### config.mk
export PLATFORM = sky130hd
export DESIGN_NAME = rp_top
export DESIGN_NICKNAME = d
export VERILOG_FILES = /design/src/logic/rp_pkg.sv /design/src/logic/calib_linear.sv /design/src/logic/adc_frontend.sv /design/src/logic/dac_backend.sv /design/src/logic/pdm_modulator.sv /design/src/logic/rp_top.sv
export VERILOG_INCLUDE_DIRS = /design/src /design/src/logic
export SDC_FILE = /design/constraint.sdc
export NUM_CORES = 2
export LEC_CHECK = 0
export ABC_CLOCK_PERIOD_IN_PS = 17700
export BUFFER_PORTS_ARGS = -buffer_cell sky130_fd_sc_hd__buf_2
export CORE_ASPECT_RATIO = 0.5
export CORE_UTILIZATION = 30
export DETAILED_ROUTE_END_ITERATION = 8
export GPL_ROUTABILITY_DRIVEN = 0
export PLACE_DENSITY = 0.43
export SLEW_MARGIN = 10
export SYNTH_ARGS = -nofsm -noshare
export SYNTH_HDL_FRONTEND = slang
export SYNTH_SLANG_ARGS = --single-unit
export TNS_END_PERCENT = 30
### constraint.sdc
create_clock -name adc_clk -period 17.7 [get_ports adc_clk]
set_input_delay 0.885 -clock adc_clk [delete_from_list [all_inputs] [get_ports adc_clk]]
set_output_delay 0.885 -clock adc_clk [all_outputs]
set_load 0.05 [all_outputs]
### src/logic/rp_defs.svh
`ifndef RP_DEFS_SVH
`define RP_DEFS_SVH

////////////////////
// Analog samples
////////////////////

// Used ADC/DAC resolution
`define RP_SMP_W 14
// Calibration gain word
`define RP_GAIN_W 16
// Gain of 16'h4000 passes samples unchanged
`define RP_GAIN_SHIFT 14
// Raw ADC pin bus, bits 1:0 not connected on 14 bit parts
`define RP_ADC_PIN_W 16
// Channels per direction
`define RP_CHN 2

////////////////////
// PDM outputs
////////////////////

// Level resolution
`define RP_PDM_W 8
// Number of outputs
`define RP_PDM_CHN 4

`endif

### src/logic/rp_pkg.sv
`include "rp_defs.svh"

package rp_pkg;

  ////////////////////
  // Sample types
  ////////////////////

  // Two's complement sample inside the data path
  typedef logic signed [`RP_SMP_W-1:0] sample_t;

  // Raw word as seen on the ADC pins
  typedef logic [`RP_ADC_PIN_W-1:0] adc_pin_t;

  // Inverted offset binary code for the DAC pins
  typedef logic [`RP_SMP_W-1:0] dac_code_t;

  ////////////////////
  // Calibration
  ////////////////////

  // Fixed point gain, unity at 1 << RP_GAIN_SHIFT
  typedef logic signed [`RP_GAIN_W-1:0] gain_t;

  // Offset added after scaling
  typedef logic signed [`RP_SMP_W-1:0] offset_t;

  // Gain and offset pair for one stream
  typedef struct packed {
    gain_t   gain;
    offset_t offset;
  } calib_t;

  ////////////////////
  // Streams
  ////////////////////

  // Sample stream, no back pressure
  typedef struct packed {
    logic    valid;
    sample_t data;
  } smp_str_t;

  // PDM duty level
  typedef logic [`RP_PDM_W-1:0] pdm_lvl_t;

endpackage: rp_pkg

### src/logic/calib_linear.sv
`timescale 1ns/1ns
`include "rp_defs.svh"

module calib_linear (
  input  logic             adc_clk,
  input  logic             top_rst,
  // Stream in/out
  input  rp_pkg::smp_str_t str_i,
  output rp_pkg::smp_str_t str_o,
  // Gain and offset, level input
  input  rp_pkg::calib_t   cal_i
);

  import rp_pkg::*;

  // Full product and the post-shift sum with headroom
  typedef logic signed [`RP_SMP_W+`RP_GAIN_W-1:0] prod_t;
  typedef logic signed [`RP_SMP_W+`RP_GAIN_W:0]   sum_t;

  sample_t smp_in;
  gain_t   gain_in;
  prod_t   mul_d;
  prod_t   mul_q;
  offset_t off_q;
  logic    vld_q;
  sum_t    sum;
  logic    sat_ok;
  sample_t sat_d;
  sample_t out_dat_q;
  logic    out_vld_q;

  ////////////////////
  // Stage one
  ////////////////////

  // Signed operands for the multiplier
  assign smp_in  = str_i.data;
  assign gain_in = cal_i.gain;
  assign mul_d   = smp_in * gain_in;

  // Valid follows the data
  always_ff @(posedge adc_clk, posedge top_rst) begin
    if (top_rst) begin
      vld_q <= 1'b0;
    end else begin
      vld_q <= str_i.valid;
    end
  end

  // Offset sampled with its product
  always_ff @(posedge adc_clk) begin
    mul_q <= mul_d;
    off_q <= cal_i.offset;
  end

  ////////////////////
  // Stage two
  ////////////////////

  // Drop fraction bits, then add offset
  assign sum = sum_t'(mul_q >>> `RP_GAIN_SHIFT) + sum_t'(off_q);

  // In range when all bits above the sample MSB match it
  assign sat_ok = (&sum[`RP_SMP_W+`RP_GAIN_W:`RP_SMP_W-1]) |
                  ~(|sum[`RP_SMP_W+`RP_GAIN_W:`RP_SMP_W-1]);

  always_comb begin
    if (sat_ok) begin
      sat_d = sum[`RP_SMP_W-1:0];
    end else if (sum[`RP_SMP_W+`RP_GAIN_W]) begin
      // Clip to most negative
      sat_d = {1'b1, {(`RP_SMP_W-1){1'b0}}};
    end else begin
      // Clip to most positive
      sat_d = {1'b0, {(`RP_SMP_W-1){1'b1}}};
    end
  end

  always_ff @(posedge adc_clk, posedge top_rst) begin
    if (top_rst) begin
      out_vld_q <= 1'b0;
    end else begin
      out_vld_q <= vld_q;
    end
  end

  always_ff @(posedge adc_clk) begin
    out_dat_q <= sat_d;
  end

  assign str_o = '{valid: out_vld_q, data: out_dat_q};

endmodule: calib_linear

### src/logic/adc_frontend.sv
`timescale 1ns/1ns
`include "rp_defs.svh"

module adc_frontend (
  input  logic             adc_clk,
  input  logic             top_rst,
  // Raw pins, two LSBs unused
  input  rp_pkg::adc_pin_t adc_pin_i,
  // Digital loopback from the DAC side
  input  logic             loop_i,
  input  rp_pkg::smp_str_t loop_str_i,
  // Calibration
  input  rp_pkg::calib_t   cal_i,
  // Calibrated samples
  output rp_pkg::smp_str_t adc_smp_o
);

  import rp_pkg::*;

  sample_t  raw_q;
  logic     raw_vld_q;
  smp_str_t pin_str;
  smp_str_t sel_str;

  ////////////////////
  // Pin conversion
  ////////////////////

  // Offset binary with inverted slope to two's complement
  // Sign bit kept, magnitude bits inverted
  always_ff @(posedge adc_clk) begin
    raw_q <= {adc_pin_i[`RP_ADC_PIN_W-1],
              ~adc_pin_i[`RP_ADC_PIN_W-2:`RP_ADC_PIN_W-`RP_SMP_W]};
  end

  // ADC delivers a sample every clock
  // Valid rises once the first pin word is in
  always_ff @(posedge adc_clk, posedge top_rst) begin
    if (top_rst) begin
      raw_vld_q <= 1'b0;
    end else begin
      raw_vld_q <= 1'b1;
    end
  end

  assign pin_str = '{valid: raw_vld_q, data: raw_q};

  ////////////////////
  // Loopback select
  ////////////////////

  // Looped DAC stream skips the conversion register
  assign sel_str = loop_i ? loop_str_i : pin_str;

  ////////////////////
  // Calibration
  ////////////////////

  calib_linear calib_adc (
    .adc_clk (adc_clk),
    .top_rst (top_rst),
    .str_i   (sel_str),
    .str_o   (adc_smp_o),
    .cal_i   (cal_i)
  );

endmodule: adc_frontend

### src/logic/dac_backend.sv
`timescale 1ns/1ns
`include "rp_defs.svh"

module dac_backend (
  input  logic              adc_clk,
  input  logic              top_rst,
  // Generator samples
  input  rp_pkg::smp_str_t  gen_smp_i,
  // Calibration
  input  rp_pkg::calib_t    cal_i,
  // Calibrated stream, also used for loopback
  output rp_pkg::smp_str_t  dac_str_o,
  // DAC pin code
  output rp_pkg::dac_code_t dac_dat_o
);

  import rp_pkg::*;

  smp_str_t cal_str;
  sample_t  cal_dat;

  ////////////////////
  // Calibration
  ////////////////////

  calib_linear calib_dac (
    .adc_clk (adc_clk),
    .top_rst (top_rst),
    .str_i   (gen_smp_i),
    .str_o   (cal_str),
    .cal_i   (cal_i)
  );

  // Same stream goes to the ADC side
  assign dac_str_o = cal_str;
  assign cal_dat   = cal_str.data;

  ////////////////////
  // Pin code
  ////////////////////

  // Two's complement back to offset binary
  // DAC has negative slope, so magnitude bits flip
  // Code held between valid samples
  always_ff @(posedge adc_clk, posedge top_rst) begin
    if (top_rst) begin
      dac_dat_o <= '0;
    end else if (cal_str.valid) begin
      dac_dat_o <= {cal_dat[`RP_SMP_W-1], ~cal_dat[`RP_SMP_W-2:0]};
    end
  end

endmodule: dac_backend

### src/logic/pdm_modulator.sv
`timescale 1ns/1ns
`include "rp_defs.svh"

module pdm_modulator (
  input  logic                               adc_clk,
  input  logic                               top_rst,
  // Duty levels, one per output
  input  rp_pkg::pdm_lvl_t [`RP_PDM_CHN-1:0] lvl_i,
  // Pulse density outputs
  output logic             [`RP_PDM_CHN-1:0] pdm_o
);

  import rp_pkg::*;

  // First order accumulators
  pdm_lvl_t [`RP_PDM_CHN-1:0]            acc_q;
  // Accumulator plus level, carry in the MSB
  logic     [`RP_PDM_CHN-1:0][`RP_PDM_W:0] sum;

  ////////////////////
  // Accumulate
  ////////////////////

  always_comb begin
    for (int i = 0; i < `RP_PDM_CHN; i++) begin
      sum[i] = {1'b0, acc_q[i]} + {1'b0, lvl_i[i]};
    end
  end

  // Carry count over 256 clocks equals the level
  // Accumulator wraps, keeping the residue
  always_ff @(posedge adc_clk, posedge top_rst) begin
    if (top_rst) begin
      acc_q <= '0;
      pdm_o <= '0;
    end else begin
      for (int i = 0; i < `RP_PDM_CHN; i++) begin
        acc_q[i] <= sum[i][`RP_PDM_W-1:0];
        pdm_o[i] <= sum[i][`RP_PDM_W];
      end
    end
  end

endmodule: pdm_modulator

### src/logic/rp_top.sv
`timescale 1ns/1ns
`include "rp_defs.svh"

module rp_top (
  input  logic                                adc_clk,
  input  logic                                top_rst,
  // ADC pins and calibration
  input  rp_pkg::adc_pin_t  [`RP_CHN-1:0]     adc_dat_i,
  input  logic              [`RP_CHN-1:0]     mux_loop_i,
  input  rp_pkg::calib_t    [`RP_CHN-1:0]     adc_cal_i,
  // Generator streams and DAC calibration
  input  rp_pkg::smp_str_t  [`RP_CHN-1:0]     gen_smp_i,
  input  rp_pkg::calib_t    [`RP_CHN-1:0]     dac_cal_i,
  // PDM levels
  input  rp_pkg::pdm_lvl_t  [`RP_PDM_CHN-1:0] pdm_lvl_i,
  // Calibrated ADC streams
  output rp_pkg::smp_str_t  [`RP_CHN-1:0]     adc_smp_o,
  // DAC pin codes, one register per channel
  output rp_pkg::dac_code_t [`RP_CHN-1:0]     dac_dat_o,
  // PDM outputs
  output logic              [`RP_PDM_CHN-1:0] dac_pwm_o
);

  import rp_pkg::*;

  // Calibrated DAC streams, feed the ADC loopback
  smp_str_t [`RP_CHN-1:0] dac_str;

  ////////////////////
  // DAC channels
  ////////////////////

  generate
    for (genvar i = 0; i < `RP_CHN; i++) begin: g_dac
      dac_backend dac_backend (
        .adc_clk   (adc_clk),
        .top_rst   (top_rst),
        .gen_smp_i (gen_smp_i[i]),
        .cal_i     (dac_cal_i[i]),
        .dac_str_o (dac_str[i]),
        .dac_dat_o (dac_dat_o[i])
      );
    end: g_dac
  endgenerate

  ////////////////////
  // ADC channels
  ////////////////////

  // Loopback takes the DAC stream of the same channel
  generate
    for (genvar i = 0; i < `RP_CHN; i++) begin: g_adc
      adc_frontend adc_frontend (
        .adc_clk    (adc_clk),
        .top_rst    (top_rst),
        .adc_pin_i  (adc_dat_i[i]),
        .loop_i     (mux_loop_i[i]),
        .loop_str_i (dac_str[i]),
        .cal_i      (adc_cal_i[i]),
        .adc_smp_o  (adc_smp_o[i])
      );
    end: g_adc
  endgenerate

  ////////////////////
  // PDM outputs
  ////////////////////

  // All four levels run from adc_clk
  pdm_modulator pdm_modulator (
    .adc_clk (adc_clk),
    .top_rst (top_rst),
    .lvl_i   (pdm_lvl_i),
    .pdm_o   (dac_pwm_o)
  );

endmodule: rp_top

# Word-level counts from Yosys, hierarchy flattened
# Cells that the tools add are included.
# Widths: inputs -> output; s select.
[totals] output_inout_bits=62 in_bits=218 word_cells=72 ff_bits=333
[op_classes] multipliers=4 n_reduce_logical=8 mux=10 addsub=8 n_bitwise=12
[ops] op="$mul 14x16->30" count=4
[ops] op="$mux 14" count=8
[ops] op="$reduce_and 18->1" count=4
[ops] op="$reduce_or 18->1" count=4
[ops] op="$add 16x14->17" count=4
[ops] op="$not 13->13" count=4
[ops] op="$add 8x8->9" count=4
[ops] op="$mux 15" count=2
[ops] op="$not 1->1" count=4
[ops] op="$or 1x1->1" count=4

# Depth between registers and ports, before layout
[depth] depth_word=5 ltp_mapped=26 ltp_nobuf=23

# Cells and area by module
# Synthesis repeated with hierarchy kept, for this count alone.
[hier_totals] hier_cells=4467 hier_area_um2=43623.1
[by_module_without_submodules] mod="calib_linear at g_adc[1].adc_frontend.calib_adc ..." cells_each=1028 seq_area_each_um2=930.9 area_per_inst_um2=9853.2 instances=2
[by_module_without_submodules] mod="calib_linear at g_adc[0].adc_frontend.calib_adc" cells_each=1037 seq_area_each_um2=930.9 area_per_inst_um2=9748.1 instances=1
[by_module_without_submodules] mod="calib_linear at g_dac[1].dac_backend.calib_dac" cells_each=1006 seq_area_each_um2=930.9 area_per_inst_um2=9716.8 instances=1
[by_module_without_submodules] mod="pdm_modulator" cells_each=186 seq_area_each_um2=900.9 area_per_inst_um2=2099.5 instances=1
[by_module_without_submodules] mod="adc_frontend" cells_each=47 seq_area_each_um2=305.3 area_per_inst_um2=599.3 instances=2
[by_module_without_submodules] mod="dac_backend" cells_each=44 seq_area_each_um2=350.3 area_per_inst_um2=576.8 instances=2

# Least setup slack after synthesis
# OpenSTA, ideal clock, no wires.
[synth_timing] path_type="input -> register" start="in mux_loop_i[0]" end="reg g_adc[0].adc_frontend.calib_adc.mul_q[29]" arrival_time_ps=7315 setup_slack_ps=10269 path_stages=26 t_required_ps=17584 n_path_buf=3 setup_ps=116 path_cell_list="buf_2 buf_1 mux2i_1 clkbuf_1 nor2b_1 fa_1 inv_1 fa_1 inv_1 fa_1 inv_1 fa_1 inv_1 fa_1 inv_1 fa_1 inv_1 ha_1 nand2_1 o21ai_0 o2111ai_1 o211a_1 o41ai_4 a21o_1 nand2_1 o211a_1"
[synth_via] elab_chain_cells=2
[synth_lines] item="from (decl)" line="rp_top.sv:9" source="input logic [`RP_CHN-1:0] mux_loop_i,"
[synth_lines] item="$mux 15" line="adc_frontend.sv:53" source="assign sel_str = loop_i ? loop_str_i : pin_str;"
[synth_lines] item="$mul 14x16->30" line="calib_linear.sv:39" source="assign mul_d = smp_in * gain_in;"
[synth_lines] item="named net g_adc[0].adc_frontend.calib_adc.mul_d[29]" line="calib_linear.sv:22" source="prod_t mul_d;"
[synth_lines] item="to (signal assigned)" line="calib_linear.sv:52" source="mul_q <= mul_d;"
[synth_lines] item="to (decl)" line="calib_linear.sv:23" source="prod_t mul_q;"
# The timed path passes the listed nets, and every way through them passes these cells.
# A chain may end at the register's enable or synchronous reset.

# Final worst setup path
# Ends and elaborated chain as after synthesis.

==> results.toml <==
[global_routing]
grt_max_degree = 52
grt_use_met3_pct = 1.556
grt.busiest_layer = "met2"
gr-total-overflow = 0
grt_pass1_wl_um = 183300
use_met2_pct = 28.46
grt_pass1_vias = 32940
antenna_found_initial = 8
grt_use_met1_pct = 20.84
grt_use_total_pct = 15.96

[clock_network]
cts.sinks = 277
cts_resized = 0
cts_buffer_depth = 3
hold_buffers = 0
clkTransAtPathRegs_ns = 0.06
cts_max_level = 2
cts-root-buf = "clkbuf_16"
worstSkewPairLatency_ns = 0.58
numCtsBuffers = 36
post-cts-setup-buffers = 0
cts_tree = "yes"

[logic_synthesis]
synth_edf_count = 0
ys_seq_area_share_pct = 13.66
async_flop_share_pct = 26.35
netlist_instances = 4533
syn_nets = 5999
syn_area_mm2 = 0.04328
synth_fa_ha_area_share_pct = 51.34
ys_types = 75
syn_area_per_cell_um2 = 9.548
synth_top_family_by_area = "adder cells"
ys_ff_latch = 277
synth-xor-area-share_pct = 3.197
synth_compound_area_share_pct = 6.623
synth_mux_area_share_pct = 1.243
synth_ff_type = "dfxtp_1"
synth_warnings = 0
yosys.area_share.simple_pct = 13.29

[die]
ios = 280
rows = 98
dieWidth_um = 539.2
die_area_mm2 = 0.1459
die_y_um = 270.6
core_mm2 = 0.1430
start_util_pct = 30.27

[sta]
period_needed_ns = 7.429
fmax_mhz = 134.6
slew_viol_final = 0
hold_violations = 0
slew_headroom_pct = 26.04
max_slew.worst_pin.slew_ns = 1.109
post-route-period-util_pct = 41.97
setup_violations = 0
finalClockSkew_ns = 0.03820
rsz0062_at_grt = "no"
setup-tns-final_ns = 0

[setup_path]
critPathLaunch = "mux_loop_i[0]"
startpoint_type = "input port"
rr_startpoint = "g_dac[0].dac_backend.calib_dac.out_dat_q[3]"
arrival_ns = 7.89
required_ns = 18.16
rrSetupSlack_ns = 10.69
critical_path_class = "in2reg"
cp_max_fo = 15
crit_path_end_kind = "flop"

[route]
drt-initial-drc-count = 1122
routedWlPerCell_um = 17.21
drcViolationCount = 0
drt_first_pass_iters = 7
antenna_left = 0
detailroute.via_count = 29860
finalWirelength_um = 114500
vias_per_cell = 4.489

[cells_and_area]
final_common_cell = "inv_1"
fillers = 14780
drive_gt1_share_pct = 8.321
mostFrequentLayoutCells = "inv_1, fa_1, nand2_1"
syn_to_final_growth_pct = 10.55
nets = 6186

[outcome]
run_status = "finished clean"

[placed_design]
place_hpwl_um = 93460
port_buffers = 275

[worst_hold_path]
hp-class = "in2async"

[job]
max_cap_violations = 0
## cell type report
type | count | area, um^2 | share of cell area [%]
timing repair buffer | 290 | 1489 | 3.112
inverter | 1082 | 4064 | 8.494
clock buffer | 46 | 979.7 | 2.048
multi-input combinational | 3033 | 32770 | 68.48
clock inverter | 19 | 252.7 | 0.5282
sequential | 277 | 5911 | 12.35
antenna | 3 | 7.507 | 0.01569
tap | 1900 | 2377 | 4.968
## sequential cells by signal, summed over array words and instances, names as in the netlist, 28 cells and up
signal	count
g_dac.dac_backend.calib_dac.out_dat_q	28
pdm_modulator.acc_q	32
g_dac.dac_backend.calib_dac.mul_q	32
g_dac.dac_backend.dac_dat_o	28
g_adc.adc_frontend.calib_adc.mul_q	32
g_adc.adc_frontend.calib_adc.out_dat_q	28
g_adc.adc_frontend.raw_q	28
g_adc.adc_frontend.calib_adc.off_q	28
g_dac.dac_backend.calib_dac.off_q	28
## metal layers
layer / wire length (um) / share of wire, %
met5: 0 / 0
met4: 2232 / 1.9
met3: 3118 / 2.7
met2: 56940 / 50
met1: 52180 / 46
## worst max-delay path: stages
cell and delay [ns]:
buf_2 0.38, mux2i_1 0.71, buf_4 0.34, nor2b_1 0.09
fa_1 0.51, inv_1 0.05, fa_1 0.48, inv_1 0.05
fa_1 0.48, fa_1 0.46, fa_1 0.51, inv_1 0.05
fa_1 0.47, inv_1 0.04, ha_1 0.31, a21oi_1 0.15
o21ai_0 0.15, nor3_1 0.43, o211a_1 0.40, o41ai_4 0.18
a21o_1 0.24, a2111o_1 0.37, o211a_1 0.13
## kinds of logic (layout without fill, tap and decap cells)
| group | after synthesis | count (layout) |
|---|---|---|
| adders and majority gates | 1248 | 1248 |
| buffers and inverters | 1223 | 1437 |
| and+or+nand+nor | 1149 | 1149 |
| AOI/OAI and AO/OA | 426 | 426 |
| DFF | 277 | 277 |
| xor gates and xnor gates | 158 | 158 |
| muxes | 51 | 51 |
| other | 1 | 4 |
## cells in the mapped netlist (4+ instances only)
master     count  area [um^2]
o41ai_1        4        35.03
or2_2         12        75.07
dfxtp_1      204         4084
dfrtp_1       73         1827
a2111oi_0      5        43.79
nand4_1       10        62.56
o31ai_1       11        82.58
o2111ai_1      5        43.79
mux2i_1       31        310.3
xor2_1        41        359.1
and2_1       271         1695
and3_1        12        75.07
nand3_1       19        95.09
nand3b_1       4        30.03
o311ai_1       6        52.55
inv_1       1082         4061
nor3b_1        5        37.54
nor3_1        32        160.2
a31oi_1        9        56.30
o21ai_1       22        110.1
a21oi_1      115        575.6
nor2b_1      158        988.5
nor4_1         4        25.02
buf_2          6        30.03
a21o_1        72        540.5
or3_1          4        25.02
o21bai_1      15        112.6
ha_1         368         4604
o21ba_2        4        40.04
o21a_1        22        165.2
xnor2_1      117         1025
a211o_1        6        52.55
clkbuf_1     130        488.0
and4_1         5        43.79
nor2_1       125        469.2
a211oi_1       9        67.56
nand2b_1      49        306.5
o21ai_0       69        345.3
fa_1         880        17620
o211ai_1       5        37.54
mux2_2        19        214.0
a21boi_0       4        30.03
nand2_1      435         1633
## metrics by stage
stage / std cells / utilization, % / hold slack, ns / setup WS [ns] / cell area [um^2]
after global placement: 6582 / 32.60 / 0.3345 / 9.685 / 46610
after detailed placement: 6582 / 32.60 / 0.3424 / 9.678 / 46610
after CTS: 6647 / 33.46 / 0.2654 / 10.27 / 47840
after floorplan: 4533 / - / 0.3312 / 10.27 / 43280
after global routing: 6648 / 33.46 / 0.2850 / 9.975 / 47840
final: 6650 / 33.47 / 0.2864 / 10.27 / 47850
## path summary, 6_finish.rpt
kind                                                                  end  cells after the start
worst max-delay path            g_adc[0].adc_frontend.calib_adc.mul_q[29]                     23
worst min-delay path                    g_dac[0].dac_backend.dac_dat_o[5]                      2
worst max register to register  g_adc[0].adc_frontend.calib_adc.mul_q[29]                     22
worst min register to register  g_adc[1].adc_frontend.calib_adc.out_vld_q                      0
max in group asynchronous                         pdm_modulator.acc_q[24]                      3
min in group adc_clk            g_adc[1].adc_frontend.calib_adc.out_vld_q                      0
Power is left out: the tool's default activity adds up to more than one toggle a clock period on the data nets, which glitch-free logic cannot reach.
